File: config.mk
export PLATFORM = sky130hd
export DESIGN_NAME = Cpu6502RegisterFile
export DESIGN_NICKNAME = d
export VERILOG_FILES = /design/src/source/Cpu6502Pkg.sv /design/src/source/Cpu6502RegisterFile.sv
export SDC_FILE = /design/constraint.sdc
export NUM_CORES = 1
export LEC_CHECK = 0
export BUFFER_PORTS_ARGS = -buffer_cell sky130_fd_sc_hd__clkbuf_2
export CORE_ASPECT_RATIO = 2
export CORE_MARGIN = 5
export CORE_UTILIZATION = 48
export DETAILED_ROUTE_END_ITERATION = 10
export MAX_ROUTING_LAYER = met4
export PLACE_DENSITY_LB_ADDON = 0.15
export REMOVE_ABC_BUFFERS = 1
export SKIP_LAST_GASP = 1
export SYNTH_ARGS = -nofsm -noshare
export SYNTH_HDL_FRONTEND = slang
export SYNTH_SLANG_ARGS = --single-unit
File: constraint.sdc
create_clock -name clk -period 1.72 [get_ports clk]
set_input_delay 0.344 -clock clk [delete_from_list [all_inputs] [get_ports clk]]
set_output_delay 0.344 -clock clk [all_outputs]
set_load 0.02 [all_outputs]
File: src/source/Cpu6502Pkg.sv
/* Shared types and constants for the execute datapath. The 6502 widths are fixed, so nothing
   here is parameterized. */
package Cpu6502Pkg;

    // ALU operation codes, as carried in the micro-op
    typedef enum logic [3:0] {
        ALU_OP_AND    = 4'd0,
        ALU_OP_OR     = 4'd1,
        ALU_OP_EOR    = 4'd2,
        ALU_OP_ADC    = 4'd3,
        ALU_OP_SBC    = 4'd4,
        ALU_OP_ADD    = 4'd5,
        ALU_OP_SUB    = 4'd6,
        ALU_OP_BIT    = 4'd7,
        ALU_OP_CMP    = 4'd8,
        ALU_OP_SETBIT = 4'd9,
        ALU_OP_CLRBIT = 4'd10,
        ALU_OP_COPY   = 4'd11,
        ALU_OP_INC    = 4'd12,
        ALU_OP_DEC    = 4'd13,
        ALU_OP_FIXUP  = 4'd14,
        ALU_OP_SGL    = 4'd15
    } aluOp;

    // Single-operand codes, placed in the ext field when op is ALU_OP_SGL
    typedef enum logic [2:0] {
        ALU_SOP_ASL    = 3'd0,
        ALU_SOP_LSR    = 3'd1,
        ALU_SOP_ROL    = 3'd2,
        ALU_SOP_ROR    = 3'd3,
        ALU_SOP_TEST_N = 3'd4,
        ALU_SOP_TEST_C = 3'd5,
        ALU_SOP_TEST_V = 3'd6,
        ALU_SOP_TEST_Z = 3'd7
    } aluSop;

    // Operand source and write-back target.
    // As a destination, REG_DATA and REG_NONE both discard the result
    typedef enum logic [2:0] {
        REG_A    = 3'd0,
        REG_X    = 3'd1,
        REG_Y    = 3'd2,
        REG_S    = 3'd3,
        REG_P    = 3'd4,
        REG_DATA = 3'd5,
        REG_NONE = 3'd6
    } regSel;

    // One micro-operation; flagMask is ordered N, V, Z, C from the top bit down
    typedef struct packed {
        aluOp       op;
        logic [2:0] ext;
        regSel      srcA;
        regSel      srcB;
        regSel      dest;
        logic [3:0] flagMask;
    } microOp;

    typedef struct packed {
        logic carry;
        logic zero;
        logic negative;
        logic overflow;
        logic branch;
    } aluFlags;

    // Positions inside flagMask
    localparam int MASK_N = 3;
    localparam int MASK_V = 2;
    localparam int MASK_Z = 1;
    localparam int MASK_C = 0;

    // Positions inside the P register
    localparam int N_BIT_IN_P  = 7;
    localparam int V_BIT_IN_P  = 6;
    localparam int B5_BIT_IN_P = 5;
    localparam int D_BIT_IN_P  = 3;
    localparam int Z_BIT_IN_P  = 1;
    localparam int C_BIT_IN_P  = 0;

    // I flag and the unused bit 5 are set out of reset
    localparam logic [7:0] P_RESET = 8'h24;
    localparam logic [7:0] S_RESET = 8'hFF;

endpackage

File: src/source/Cpu6502RegisterFile.sv
/* Holds A, X, Y and S only; P lives in the status register and arrives here as an input.
   A destination of P, DATA or NONE leaves these registers unchanged. */
`timescale 1ns/100ps

module Cpu6502RegisterFile
    import Cpu6502Pkg::*;
(
    input  logic       clk,
    input  logic       rstN,
    input  logic       execute,
    input  regSel      srcA,
    input  regSel      srcB,
    input  regSel      dest,
    input  logic [7:0] status,
    input  logic [7:0] dataIn,
    input  logic [7:0] result,
    output logic [7:0] operandA,
    output logic [7:0] operandB,
    output logic [7:0] regA,
    output logic [7:0] regX,
    output logic [7:0] regY,
    output logic [7:0] regS
);

    function automatic logic [7:0] selectOperand(input regSel sel);
        case (sel)
            REG_A:    return regA;
            REG_X:    return regX;
            REG_Y:    return regY;
            REG_S:    return regS;
            REG_P:    return status;
            REG_DATA: return dataIn;
            default:  return 8'h00;
        endcase
    endfunction

    always_comb begin
        operandA = selectOperand(srcA);
        operandB = selectOperand(srcB);
    end

    always_ff @(posedge clk or negedge rstN) begin
        if (!rstN) begin
            regA <= 8'h00;
            regX <= 8'h00;
            regY <= 8'h00;
            regS <= S_RESET;
        end else if (execute) begin
            case (dest)
                REG_A:   regA <= result;
                REG_X:   regX <= result;
                REG_Y:   regY <= result;
                REG_S:   regS <= result;
                default: ;
            endcase
        end
    end

    // A cycle without execute must leave every working register untouched
    assert property (@(posedge clk) disable iff (!rstN)
        !execute |=> $stable({regA, regX, regY, regS}))
        else $error("Working register changed without execute");

endmodule

=== Yosys cells after proc, flatten, opt, wreduce, memory -nomap -nowiden ===
Cells that the tools add are included.

* Flip-flop bits (word level): 32
* Bits of input ports: 36
* Output and inout bits: 48
* Word-level logic and storage cells: 26

* Eq/ne operators: 13
* Muxes and demuxes: 2
* Reduce and logical (&&, ||, !) cells: 7

{| class="wikitable"
|+ Operator list
! cell !! number
|-
| one-hot mux 8 bit (6 select lines) || 2
|-
| equality test 3 x 2 -> 1 bit (second input constant) || 6
|-
| equality test 3 bit (second input constant) || 4
|-
| equality test 3 x 1 -> 1 bit (second input constant) || 3
|-
| zero test 3 bit || 3
|-
| AND reduction 2 bit || 4
|}

=== Longest topological paths before layout ===
* Depth in word-level cells: 2
* Gate-level depth with buffers: 5
* Depth with buffers taken out: 3

=== Worst setup path after synthesis ===
OpenSTA, ideal clock, no wires.

* Path kind: input port to output port
* Start point: in srcB[0]
* End point: out operandB[4]
* Arrival: 1.344 ns
* Required time: 1.376 ns
* Path slack: 0.032 ns
* Cell stages on the path: 5
* Buffers on the path: 2
* Cell sequence: buf_2 buf_6 mux2_2 a21oi_1 o221ai_1

* Longest elaborated chain between the ends: 2
* Elaborated cells on any way between the ends: 7
* Classes of those cells: 5 x eq/ne; 1 x mux; 1 x reduce/logical

{| class="wikitable"
|+ Ends and longest elaborated chain
! what !! line !! RTL
|-
| from (decl) || Cpu6502RegisterFile.sv:12 || <nowiki>input regSel srcB,</nowiki>
|-
| equality test 3 bit, or another cell as far along || Cpu6502RegisterFile.sv:26 || <nowiki>case (sel)</nowiki>
|-
| one-hot mux 8 bit (6 select lines) (*) || Cpu6502RegisterFile.sv:26 ||
|-
| to (decl) || Cpu6502RegisterFile.sv:18 || <nowiki>output logic [7:0] operandB,</nowiki>
|}

Mark *: on every way between the ends. The rest lies on a longest branch, timed or not.

=== Worst setup path after layout ===
* Start point: reg regY[7]
* End point: out operandB[7]

* Longest elaborated chain between the ends: 1

{| class="wikitable"
|+ Ends and longest elaborated chain
! what !! line !! RTL
|-
| from (decl) || Cpu6502RegisterFile.sv:21 || <nowiki>output logic [7:0] regY,</nowiki>
|-
| from (signal assigned) || Cpu6502RegisterFile.sv:52 || <nowiki>REG_Y: regY <= result;</nowiki>
|-
| one-hot mux 8 bit (6 select lines) || Cpu6502RegisterFile.sv:26 ||
|}

Every way passes these cells.

==> impl_metrics.py <==
metrics = {
    "finish": {
        "diodes": 0,
        "synthToLayoutAreaGrowth_pct": 57.70,
        "nNetsFinal": 337,
        "final_util": 0.7885,
        "drive_above_1_share": 0.7417,
        "fin_cells": 354,
        "fill_cells": 273,
    },
    "yosys": {
        "muxShareOfSynthArea": 0.3703,
        "synthCells": 170,
        "synth_area_per_cell_sq_um": 12.14,
        "synth-async-reset-ratio": 1.000,
        "synth_xor_area_frac": 0,
        "ys_seq_elements": 32,
        "yosys.area_share.simple": 0.08364,
        "synthFlopType": "dfrtp_1",
        "synth_edf_count": 0,
        "yosysSeqAreaShare": 0.3927,
        "mappedNetlistArea_sq_mm": 0.002064,
        "yosysWarnings": 0,
        "synth_compound_area_frac": 0.1176,
        "synth_top_family_by_area": "multiplexers",
        "synth-adder-area-share": 0,
        "yosysUniqueCellTypes": 28,
    },
    "routing": {
        "wl_per_cell_microns": 18.99,
        "viasPerCell": 5.763,
        "firstDrtPassIters": 4,
        "wirelength_mm": 6.723,
        "ant_nets": 0,
        "via_count": 2040,
        "drtIter0Drc": 64,
        "drcViolationCount": 0,
    },
    "clock_tree": {
        "numClockSinks": 32,
        "cts_tree": "built",
        "root_buffer": "clkbuf_8",
        "cts_buffers": 5,
        "clock_latency_ps": 280,
        "clock_path_buffers": 2,
        "htreeDepth": 2,
        "cts.clk_slew.worst_paths_ps": 70,
    },
    "power_and_ir_drop": {
        "peakVddDrop_v": 0.0007836,
        "p_leak_nw": 1.570,
        "total_power_w": 0.003277,
        "power_density_mw_per_mm2": 1007,
    },
    "sta": {
        "whs_ps": 65.18,
        "layout_setup_ws_ps": -110.6,
        "drv_slew": 0,
        "slew_headroom": 0.5773,
        "min_period_ps": 1831,
        "max_freq_mhz": 546.3,
        "rsz0062_at_grt": "true",
        "tns_ps": -312.2,
        "hold_violations": 0,
        "setup_violations": 6,
        "worst_pin_slew_ps": 630.8,
        "clock_skew_ps": 0,
        "timing.final.crit_share": 1.064,
    },
    "grt": {
        "track_usage": 0.2368,
        "grt_pass1_wl_mm": 10.32,
        "overflow": 0,
        "grt_max_degree": 33,
        "antenna_found_initial": 0,
        "first_global_vias": 2064,
    },
    "outcome": {
        "status": "finished, violations left",
        "violations": "negative setup slack",
    },
    "setup_path": {
        "max_stage_delay_ps": 470,
        "ff2ff_setup_slack_ps": 690,
        "crit_slowest_cell": "mux4_2",
        "worst_setup_path_end_kind": "output port",
        "cp_cell_sequence": "mux4_2 -> a22o_1 -> buf_6",
        "reg2reg_to": "regA[4]",
        "crit_buf_inv": 1,
        "rr_worst_depth": 3,
        "worst-path-max-fanout": 2,
        "criticalPathCategory": "flip-flop to output port",
        "crit_family": "multiplexers",
        "cp.required_ps": 1380,
        "arrival_ps": 1490,
        "start_kind": "flip-flop",
        "r2r-start": "regA[4]",
    },
    "placed_design": {
        "hpwl_mm": 4.528,
        "placed_cells": 313,
        "io_buffers": 83,
        "gp_congestion": 0.8967,
    },
    "worst_hold_path": {
        "min_path_type": "input pin to asynchronous set/reset pin",
    },
    "die": {
        "dieArea_sq_mm": 0.005792,
        "coreArea_sq_mm": 0.004129,
        "die_y_microns": 102.7,
        "initial_core_util": 0.5000,
        "fp-row-count": 33,
        "ios": 84,
        "fp.dieW_microns": 56.38,
    },
    "job": {
        "drv_cap": 0,
    },
}
-- power breakdown --
part           leakage [nW]  internal [W]  switching [W]
sequential            0.372      0.000952       0.000157
clock                0.0455      0.000326       0.000262
combinational          1.15      0.000816       0.000764
-- what timing repair did --
item,in CTS,in global routing
cloned,2,0
endpoints found under the hold margin,0,0
pin swaps,8,6
hold buffers,0,0
gates resized for setup,34,38
buffers inserted,19,12
setup endpoints to repair,13,16
-- how the worst max path moves through the flow --
| stage | from | endpoint | slack (ps) | depth (start not counted) |
|---|---|---|---|---|
| 3_3_place_gp | srcB[0] | operandB[5] | -60 | 6 |
| 5_1_grt | regS[3] | operandB[3] | -140 | 3 |
| 4_1_cts | regS[7] | operandB[7] | -110 | 3 |
| 2_1_floorplan | execute | regX[0] | -60 | 2 |
| 3_5_place_dp | srcB[0] | operandB[5] | -80 | 6 |
| 6_report | regY[7] | operandB[7] | -110 | 3 |
-- cells in the mapped netlist (2+ instances only) --
master | n | share of area
a22oi_1 | 7 | 0.025
dfstp_2 | 8 | 0.10
mux2i_1 | 19 | 0.092
o221ai_1 | 7 | 0.030
or3_1 | 4 | 0.012
a21oi_1 | 6 | 0.015
dfrtp_1 | 24 | 0.29
buf_4 | 2 | 0.0073
mux4_2 | 2 | 0.022
nor4bb_1 | 2 | 0.0097
o22ai_1 | 6 | 0.018
nor2b_1 | 2 | 0.0061
a22o_1 | 2 | 0.0085
mux2_2 | 47 | 0.26
buf_2 | 8 | 0.019
and3_1 | 3 | 0.0091
nor3b_1 | 3 | 0.011
nand2_1 | 4 | 0.0073
a2bb2oi_1 | 4 | 0.017
nand2b_1 | 2 | 0.0061
-- flip-flops by register name (all words and copies together), names as in the netlist --
register and cells:
regA 8, regX 8, regY 8, regS 8
-- worst register-to-register path, stage by stage, from the launching register on --
cell	delay (ps)
dfrtp_1	400
buf_4	140
buf_4	130
mux2_2	250
-- per-layer routing --
metal  GRT usage  vias to the layer above  wire (microns)
li1            -                      932               -
met1      0.2763                      993            2674
met2      0.4004                       95            3482
met3     0.04010                       20             349
met4      0.1005                        0             216
met5           -                        -               0
-- cell type report --
type	count	area, sq um	area share
Multi-Input combinational cell	125	1323	0.4062
Timing Repair Buffer	136	963.4	0.2959
Sequential cell	32	810.8	0.2490
Clock buffer	8	90.09	0.02767
Tap cell	52	65.06	0.01998
Inverter	1	3.754	0.001153
-- cells by family after synthesis --
logic type | count (synthesis)
muxes | 68
AOI/OAI and AO/OA | 33
DFF | 32
and+or+nand+nor | 24
buffers and inverters | 13
-- metrics by stage --
step	cell area, sq um	setup slack [ps]
final	3256	-110.6
after detailed placement	2675	-75.14
after CTS	3073	-109.0
after global routing	3256	-143.8
after floorplan	1994	-60.48
after global placement	2675	-56.53
-- placed cells by master (no fill, tap or decap), drive strengths merged --
cell / instances
o221ai: 7
nand2b: 2
nor3b: 3
a22o: 2
mux2i: 19
clkbuf: 76
o22ai: 6
dfstp: 8
and2b: 1
inv: 1
nor2b: 2
buf: 68
nor4b: 1
a22oi: 7
and3: 3
mux4: 2
nand4b: 1
mux2: 47
dfrtp: 24
nor4bb: 2
a2bb2oi: 4
or3: 4
a221oi: 1
nand2: 4
and2: 1
a21oi: 6
(Power assumes the default switching activity.)
