`src/source/Cpu6502Pkg.sv`:
```
/* Shared types and constants for the execute datapath. The 6502 widths are fixed, so nothing
   here is parameterized. */
package Cpu6502Pkg;

    // ALU operation codes, as carried in the micro-op
    typedef enum logic [3:0] {
        ALU_OP_AND    = 4'd0,
        ALU_OP_OR     = 4'd1,
        ALU_OP_EOR    = 4'd2,
        ALU_OP_ADC    = 4'd3,
        ALU_OP_SBC    = 4'd4,
        ALU_OP_ADD    = 4'd5,
        ALU_OP_SUB    = 4'd6,
        ALU_OP_BIT    = 4'd7,
        ALU_OP_CMP    = 4'd8,
        ALU_OP_SETBIT = 4'd9,
        ALU_OP_CLRBIT = 4'd10,
        ALU_OP_COPY   = 4'd11,
        ALU_OP_INC    = 4'd12,
        ALU_OP_DEC    = 4'd13,
        ALU_OP_FIXUP  = 4'd14,
        ALU_OP_SGL    = 4'd15
    } aluOp;

    // Single-operand codes, placed in the ext field when op is ALU_OP_SGL
    typedef enum logic [2:0] {
        ALU_SOP_ASL    = 3'd0,
        ALU_SOP_LSR    = 3'd1,
        ALU_SOP_ROL    = 3'd2,
        ALU_SOP_ROR    = 3'd3,
        ALU_SOP_TEST_N = 3'd4,
        ALU_SOP_TEST_C = 3'd5,
        ALU_SOP_TEST_V = 3'd6,
        ALU_SOP_TEST_Z = 3'd7
    } aluSop;

    // Operand source and write-back target.
    // As a destination, REG_DATA and REG_NONE both discard the result
    typedef enum logic [2:0] {
        REG_A    = 3'd0,
        REG_X    = 3'd1,
        REG_Y    = 3'd2,
        REG_S    = 3'd3,
        REG_P    = 3'd4,
        REG_DATA = 3'd5,
        REG_NONE = 3'd6
    } regSel;

    // One micro-operation; flagMask is ordered N, V, Z, C from the top bit down
    typedef struct packed {
        aluOp       op;
        logic [2:0] ext;
        regSel      srcA;
        regSel      srcB;
        regSel      dest;
        logic [3:0] flagMask;
    } microOp;

    typedef struct packed {
        logic carry;
        logic zero;
        logic negative;
        logic overflow;
        logic branch;
    } aluFlags;

    // Positions inside flagMask
    localparam int MASK_N = 3;
    localparam int MASK_V = 2;
    localparam int MASK_Z = 1;
    localparam int MASK_C = 0;

    // Positions inside the P register
    localparam int N_BIT_IN_P  = 7;
    localparam int V_BIT_IN_P  = 6;
    localparam int B5_BIT_IN_P = 5;
    localparam int D_BIT_IN_P  = 3;
    localparam int Z_BIT_IN_P  = 1;
    localparam int C_BIT_IN_P  = 0;

    // I flag and the unused bit 5 are set out of reset
    localparam logic [7:0] P_RESET = 8'h24;
    localparam logic [7:0] S_RESET = 8'hFF;

endpackage

```
`src/source/Cpu6502StatusRegister.sv`:
```
/* D and I change only through a whole-byte load; bit 5 always reads as 1.
   branchFlag is updated only on execute and holds otherwise. */
`timescale 1ns/100ps

module Cpu6502StatusRegister
    import Cpu6502Pkg::*;
(
    input  logic       clk,
    input  logic       rstN,
    input  logic       execute,
    input  logic       loadAll,
    input  logic [3:0] flagMask,
    input  logic [7:0] result,
    input  aluFlags    flags,
    output logic [7:0] status,
    output logic       branchFlag
);

    always_ff @(posedge clk or negedge rstN) begin
        if (!rstN) begin
            status     <= P_RESET;
            branchFlag <= 1'b0;
        end else if (execute) begin
            branchFlag <= flags.branch;
            // A whole-byte load wins over the per-flag mask
            if (loadAll) begin
                status <= result | (8'h01 << B5_BIT_IN_P);
            end else begin
                if (flagMask[MASK_N]) begin
                    status[N_BIT_IN_P] <= flags.negative;
                end
                if (flagMask[MASK_V]) begin
                    status[V_BIT_IN_P] <= flags.overflow;
                end
                if (flagMask[MASK_Z]) begin
                    status[Z_BIT_IN_P] <= flags.zero;
                end
                if (flagMask[MASK_C]) begin
                    status[C_BIT_IN_P] <= flags.carry;
                end
            end
        end
    end

    // Holds across reset values, masked merges and full loads from any source
    assert property (@(posedge clk) disable iff (!rstN) status[B5_BIT_IN_P] == 1'b1)
        else $error("Status bit 5 read as 0");

endmodule

```
`config.mk`:
```
export PLATFORM = sky130hd
export DESIGN_NAME = Cpu6502StatusRegister
export DESIGN_NICKNAME = d
export VERILOG_FILES = /design/src/source/Cpu6502Pkg.sv /design/src/source/Cpu6502StatusRegister.sv
export SDC_FILE = /design/constraint.sdc
export NUM_CORES = 1
export LEC_CHECK = 0
export BUFFER_PORTS_ARGS = -buffer_cell sky130_fd_sc_hd__buf_4
export CAP_MARGIN = 20
export CORE_AREA = 2 2 39 41
export CTS_CLUSTER_DIAMETER = 40
export DETAILED_ROUTE_END_ITERATION = 8
export DIE_AREA = 0 0 41 43
export PLACE_DENSITY_LB_ADDON = 0.15
export SYNTH_ARGS = -nofsm -noshare
export SYNTH_HDL_FRONTEND = slang
export SYNTH_SLANG_ARGS = --single-unit
```
`constraint.sdc`:
```
create_clock -name clk -period 0.9 [get_ports clk]
set_clock_uncertainty 0.15 [all_clocks]
set_input_delay 0.18 -clock clk [delete_from_list [all_inputs] [get_ports clk]]
set_output_delay 0.18 -clock clk [all_outputs]
set_load 0.02 [all_outputs]
```
Yosys cells after proc, flatten, opt, wreduce, memory -nomap -nowiden
Index checks and enable logic that the tools add are counted.
{ "classes": {"add_sub_neg": 0, "multipliers": 0, "div_mod_pow": 0, "magnitude_cmp": 0, "n_eq_ne": 0, "shifts": 0, "mux": 6, "n_bitwise": 0, "reduce_logical": 9} }
{ "op_table": {"columns": ["op", "count"], "rows": [
  ["$reduce_and 2->1", 5],
  ["$reduce_bool 2->1", 4],
  ["$mux 1", 4],
  ["$mux 2", 2]
]} }
{ "totals": {"regBits": 8, "latch_bits": 0, "mem_bits_rw": 0, "mem_bits_ro": 0, "in_bits": 21, "out_inout_bits": 9, "wordCells": 21, "mem_count": 0} }

Longest topological paths before layout
Gate-level depths: netlist (run 1).
{ "logic_depth": {"depth_word": 2, "ltp_mapped": 4, "mapped_depth_nobuf": 3} }

Worst setup path after synthesis (run 1)
No wires, ideal clock.
{ "synth_timing": {"path_type": "register to register", "startpoint": "register branchFlag (netlist name)", "endpoint": "register branchFlag", "t_arrival_ps": 701, "t_required_ps": 625, "setup_slack_ps": -76, "path_stages_with_launch": 2, "path_buffers": 0, "synth_period_minus_slack_ps": 976, "path_cell_list": "dfrtp_1 > mux2_2"} }
{ "synth_lines": {"columns": ["item", "line_no", "rtl"], "rows": [
  ["to (signal assigned)", "Cpu6502StatusRegister.sv:24", "branchFlag <= flags.branch;"],
  ["to (decl)", "Cpu6502StatusRegister.sv:16", "output logic branchFlag"]
]} }

Worst setup path in the final report (run 1)
{ "layout_timing": {"startpoint": "register status[2]", "endpoint": "output status[2]"} }
{ "layout_lines": {"columns": ["item", "line_no", "rtl"], "rows": [
  ["from (decl)", "Cpu6502StatusRegister.sv:15", "output logic [7:0] status,"],
  ["from (signal assigned)", "Cpu6502StatusRegister.sv:27", "status <= result | (8'h01 << B5_BIT_IN_P);"],
  ["from (signal, indexed assignment)", "Cpu6502StatusRegister.sv:30", "status[N_BIT_IN_P] <= flags.negative;"],
  ["from (signal, indexed assignment)", "Cpu6502StatusRegister.sv:33", "status[V_BIT_IN_P] <= flags.overflow;"]
]} }
No word-level cell between the ends.

==> metrics, run 1 <==
Core Box Area 1380 um2; CP Capture Type primary output; die area 1760 um2; worst hold path depth 2; Final period util 1.37; Pins Over Slew Limit 0; clock root cell clkbuf_4; WL per Instance 12.3 um; worst-case clock buffer depth 2; starting DRC count in detailed routing 5; routability cong. 0.567; multi-input logic area 211 um2; Bufs and invs on worst path 1; largest net degree at the start of global routing 9; Syn Inst Count 33; crit-path max cell delay 0.54 ns; R2R Setup Slk -0.10 ns; Worst-Skew Late Latency 0.25 ns; DR vias 410; final setup violation count 14; post-route antenna net violation count 0; row count 14; FF/Latch Area 210 um2; sequential area share after synthesis 0.519; critical path arrival 0.90 ns; port bufs 27; Worst IR Drop VDD 1310 uV; Layout area overhead 96.8%; GR Overflow Total 0; syn_nets 54; FMAX 0.811 GHz; Via density 4.88; Yosys cell types 14; failing checks setup timing; CTS tree built; Total Power 0.00120 W; WS Path Type register to primary output; height of the die 43 um; WHS Endpoint status[3]$_DFFE_PN0P_; global-route wire length before repair 1440 um; HPWL after detailed placement 718 um; critical-path cell list buf_6; layout cells sized above 1 0.809; Detailed Route WL 1030 um; Crit Path Max Fanout 2; R2R Path End status[0]$_DFFE_PN0P_; min-delay src result[3]; Final WS setup -0.334 ns; Hold WC Path Type input port to register; LEAKAGE 0.351 nW; n_diodes 0; status finished with violations; Worst-path clk slew 0.05 ns; required time worst endpoint 0.57 ns; reg2reg path depth 3; RSZ-0062 raised after global routing yes; Synth Register Bits 8; slowest CP cell dfstp_2; Fin. Hold Viols 0; Nets 90; Total GRT Usage 0.128; H-tree depth 1; initial core utilization 0.280; Die Width 41 um; number of CTS-inserted buffers 3; r2r startpoint status[0]$_DFFE_PN0P_; Top delay family on crit path flip-flops; Pwr per Cell Area 1570 nW/um2; via count of the first global-routing pass 376; clk sinks 8; Fin Setup TNS -2.25 ns; max cap viols 0; Post-Syn Area 388 um2; Initial DRT Pass Iterations 4; syn avg cell area 11.8 um2; startpoint types register; # hold bufs at CTS 1; fillers 132; Residual DRC 0; post-layout minimum cycle time 1.23 ns; initial antenna violation count 0; Synthesis Warnings 0; IO Pins 30; Finished Core Util 0.552
placed cells by master (no fill, tap or decap), drive strengths merged:
cell / n
clkbuf: 4
dfstp: 1
a21oi: 4
dlygate4sd3: 1
nand3b: 3
conb: 1
nand2: 2
buf: 32
o21ai: 3
mux2: 4
o22ai: 5
dfrtp: 7
inv: 1
power by group:
group / internal (W) / switching, W / total, W
Clock: 0.000169 / 0.000120 / 0.000290
Combinational: 0.000264 / 0.000178 / 0.000442
Sequential: 0.000424 / 0.0000440 / 0.000468
Total: 0.000858 / 0.000343 / 0.00120
what timing repair did:
| item | in CTS | in global routing |
|---|---|---|
| resized for setup | 10 | 8 |
| buffers inserted | 2 | 1 |
| setup endpoints to repair | 12 | 15 |
| pin swaps | 1 | 0 |
| endpoints found under the hold margin | 10 | 2 |
worst max-delay path by stage:
stage	from	end	slack (ns)	cells past startpoint
floorplan	branchFlag$_DFFE_PN0P_	branchFlag$_DFFE_PN0P_	-0.06	1
global placement	execute	status[3]$_DFFE_PN0P_	-0.11	3
detailed placement	execute	status[6]$_DFFE_PN0P_	-0.11	5
CTS	status[2]$_DFFE_PN1P_	status[2]	-0.34	1
global route	status[2]$_DFFE_PN1P_	status[2]	-0.37	1
finish	status[2]$_DFFE_PN1P_	status[2]	-0.33	1
metal layers:
metal	GRT usage	part of all wire
met2	0.197	0.55
met3	0.0628	0.089
met5	0	0
met4	0.0600	0.0068
met1	0.140	0.35
registers in the layout (all words and copies together), names as in the netlist:
register,flops
branchFlag,1
status,7
metrics by stage:
step,hold slack (ns),setup WS (ns),cells,instance area [um2]
after floorplan,-0.266,-0.0633,33,405
after global placement,-0.148,-0.106,76,624
after detailed placement,-0.151,-0.115,76,624
after CTS,-0.00221,-0.339,83,716
after global routing,-0.00521,-0.366,84,763
final,0.00489,-0.334,84,763
cells by family (layout without fill, tap and decap cells):
family	count (synthesis)	count (layout)	synth area share
AOI/OAI and AO/OA	12	12	0.171
DFF	8	8	0.519
and+or+nand+nor	5	5	0.0968
muxes	4	4	0.145
buffers and inverters	3	38	0.0581
other	1	1	0.00967
cell type report:
type,instances,area share
repair buffers,33,0.382
multi-input cells,22,0.277
flip-flops and latches,8,0.275
clock buffers,4,0.0344
well taps,16,0.0262
inverters,1,0.00492
cells in the mapped netlist:
| cell | n | area (um2) |
|---|---|---|
| nand3b_1 | 3 | 22.5 |
| nand2_1 | 1 | 3.75 |
| buf_6 | 1 | 11.3 |
| mux2_4 | 3 | 45.0 |
| buf_4 | 1 | 7.51 |
| o21ai_0 | 3 | 15.0 |
| inv_1 | 1 | 3.75 |
| mux2_2 | 1 | 11.3 |
| conb_1 | 1 | 3.75 |
| dfstp_2 | 1 | 26.3 |
| nand2_4 | 1 | 11.3 |
| dfrtp_1 | 7 | 175 |
| o22ai_1 | 5 | 31.3 |
| a21oi_1 | 4 | 20.0 |
No activity file was read; power rests on OpenSTA's default activity.
==> run 2, diff against run 1 <==
Settings changed: BUFFER_PORTS_ARGS -buffer_cell sky130_fd_sc_hd__buf_4 to -buffer_cell sky130_fd_sc_hd__buf_2.
==> run 2 against run 1 <==
Effect of this change:
- the run still ends with setup timing left
- first-iteration DRC count fell by 100%
- clock power rose by 2%
- clock-buffer cell count did not move
- combinational power rose by 5.0%
- largest cell class unchanged
==> metrics, run 2 (synthesis gave the netlist of run 1 again) <==
most flop-heavy register status; height of the die 43 um; worst-case clock buffer depth 2; CP Capture Type primary output; failing checks setup timing; biggest regs status: 7 flops, branchFlag: 1 flops; layout cells sized above 1 0.855; commonest non-fill, non-tap cell in the layout buf_2; most frequent cells in the layout 19 x buf_2, 12 x buf_6, 7 x dfrtp_2; worst hold slack 0.00467 ns; clock root cell clkbuf_4; LEAKAGE 0.343 nW; GR Overflow Total 0; FMAX 0.808 GHz; Pins Over Slew Limit 0; Final period util 1.38; # hold bufs at CTS 1; WL per Instance 11.8 um; Top delay family on crit path flip-flops; R2R Setup Slk -0.11 ns; initial core utilization 0.280; Core Box Area 1380 um2; post-layout minimum cycle time 1.24 ns; largest net degree at the start of global routing 9; Hold WC Path Type input port to register; Initial DRT Pass Iterations 1; number of flip-flops in the largest register 7; critical-path cell list buf_6; HPWL after detailed placement 676 um; die area 1760 um2; Die Width 41 um; row count 14; Via density 4.56; WS Path Type register to primary output; RSZ-0062 raised after global routing yes; final setup violation count 15; startpoint types register; Layout area overhead 94.2%; Pwr per Cell Area 1630 nW/um2; routability cong. 0.598; min-delay src result[4]; Worst-path clk slew 0.06 ns; H-tree depth 1; max cap viols 0; slowest CP cell dfstp_2; global-route wire length before repair 1460 um; clk sinks 8; Fin. Hold Viols 0; Detailed Route WL 1010 um; r2r startpoint status[0]$_DFFE_PN0P_; initial antenna violation count 0; Residual DRC 0; fillers 135; Nets 91; critical path arrival 0.91 ns; Worst IR Drop VDD 794 uV; placed insts 76; Critical Path Source status[2]$_DFFE_PN1P_; DR vias 388; Total GRT Usage 0.124; n_diodes 0; pre-CTS setup slack -0.160 ns; number of CTS-inserted buffers 3; CTS tree built; via count of the first global-routing pass 377; Bufs and invs on worst path 1; Crit Path Max Fanout 2; status finished with violations; required time worst endpoint 0.57 ns; post-route antenna net violation count 0; Final WS setup -0.338 ns; starting DRC count in detailed routing 0; crit-path max cell delay 0.54 ns; IO Pins 30; Worst-Skew Late Latency 0.25 ns; final std cells w/o fill 85; port bufs 27
run 2: cell types whose count changed in the layout (fill, tap and decap cells not counted):
cell and change:
buf_2 +19, o22ai_4 +2, a21oi_1 -2, buf_4 -19, buf_6 +1, o21ai_1 -1, o22ai_2 -2, a21oi_2 +2
o21ai_2 +1
run 2: final cells by class:
type | count | area (um2) | share of cell area
multi-input combinational | 22 | 238 | 0.316
sequential | 8 | 210 | 0.279
inverter | 1 | 3.75 | 0.00498
tap | 16 | 20.0 | 0.0266
clock buffer | 4 | 26.3 | 0.0349
timing repair buffer | 34 | 255 | 0.339
run 2: power breakdown:
group / internal, W / total, W / switching (W)
combinational: 0.000264 / 0.000464 / 0.000200
clock: 0.000170 / 0.000295 / 0.000125
sequential: 0.000424 / 0.000466 / 0.0000425
run 2: layer usage:
| metal | vias to the layer above | track usage | routed length (um) |
|---|---|---|---|
| li1 | 192 | - | - |
| met1 | 181 | 0.159 | 378 |
| met2 | 15 | 0.178 | 560 |
| met3 | 0 | 0.0314 | 66 |
| met4 | 0 | 0.0800 | 0 |
| met5 | - | 0 | 0 |
run 2: worst paths after layout:
path	end	cells after the start
setup / recovery	status[2]	1
hold / removal	status[4]$_DFFE_PN0P_	2
setup reg to reg	status[0]$_DFFE_PN0P_	3
hold reg to reg	branchFlag$_DFFE_PN0P_	1
max in group asynchronous	status[2]$_DFFE_PN1P_	2
min in group asynchronous	status[4]$_DFFE_PN0P_	2
run 2: timing repair:
action | in CTS | in global routing
buffers inserted | 3 | 1
endpoints found under the setup margin | 12 | 15
hold endpoints to repair | 11 | 1
gates resized for setup | 22 | 10
pin swaps | 3 | 2
run 2: metrics by stage:
| step | TNS [ns] | area, um2 | power (W) | utilization |
|---|---|---|---|---|
| 2_1_floorplan | -0.258 | 405 | 0.000630 | - |
| 3_3_place_gp | -1.03 | 557 | 0.000740 | 0.402 |
| 3_5_place_dp | -1.06 | 557 | 0.000743 | 0.402 |
| 4_1_cts | -2.36 | 696 | 0.00118 | 0.503 |
| 5_1_grt | -2.79 | 753 | 0.00130 | 0.544 |
| 6_report | -2.37 | 753 | 0.00123 | 0.544 |
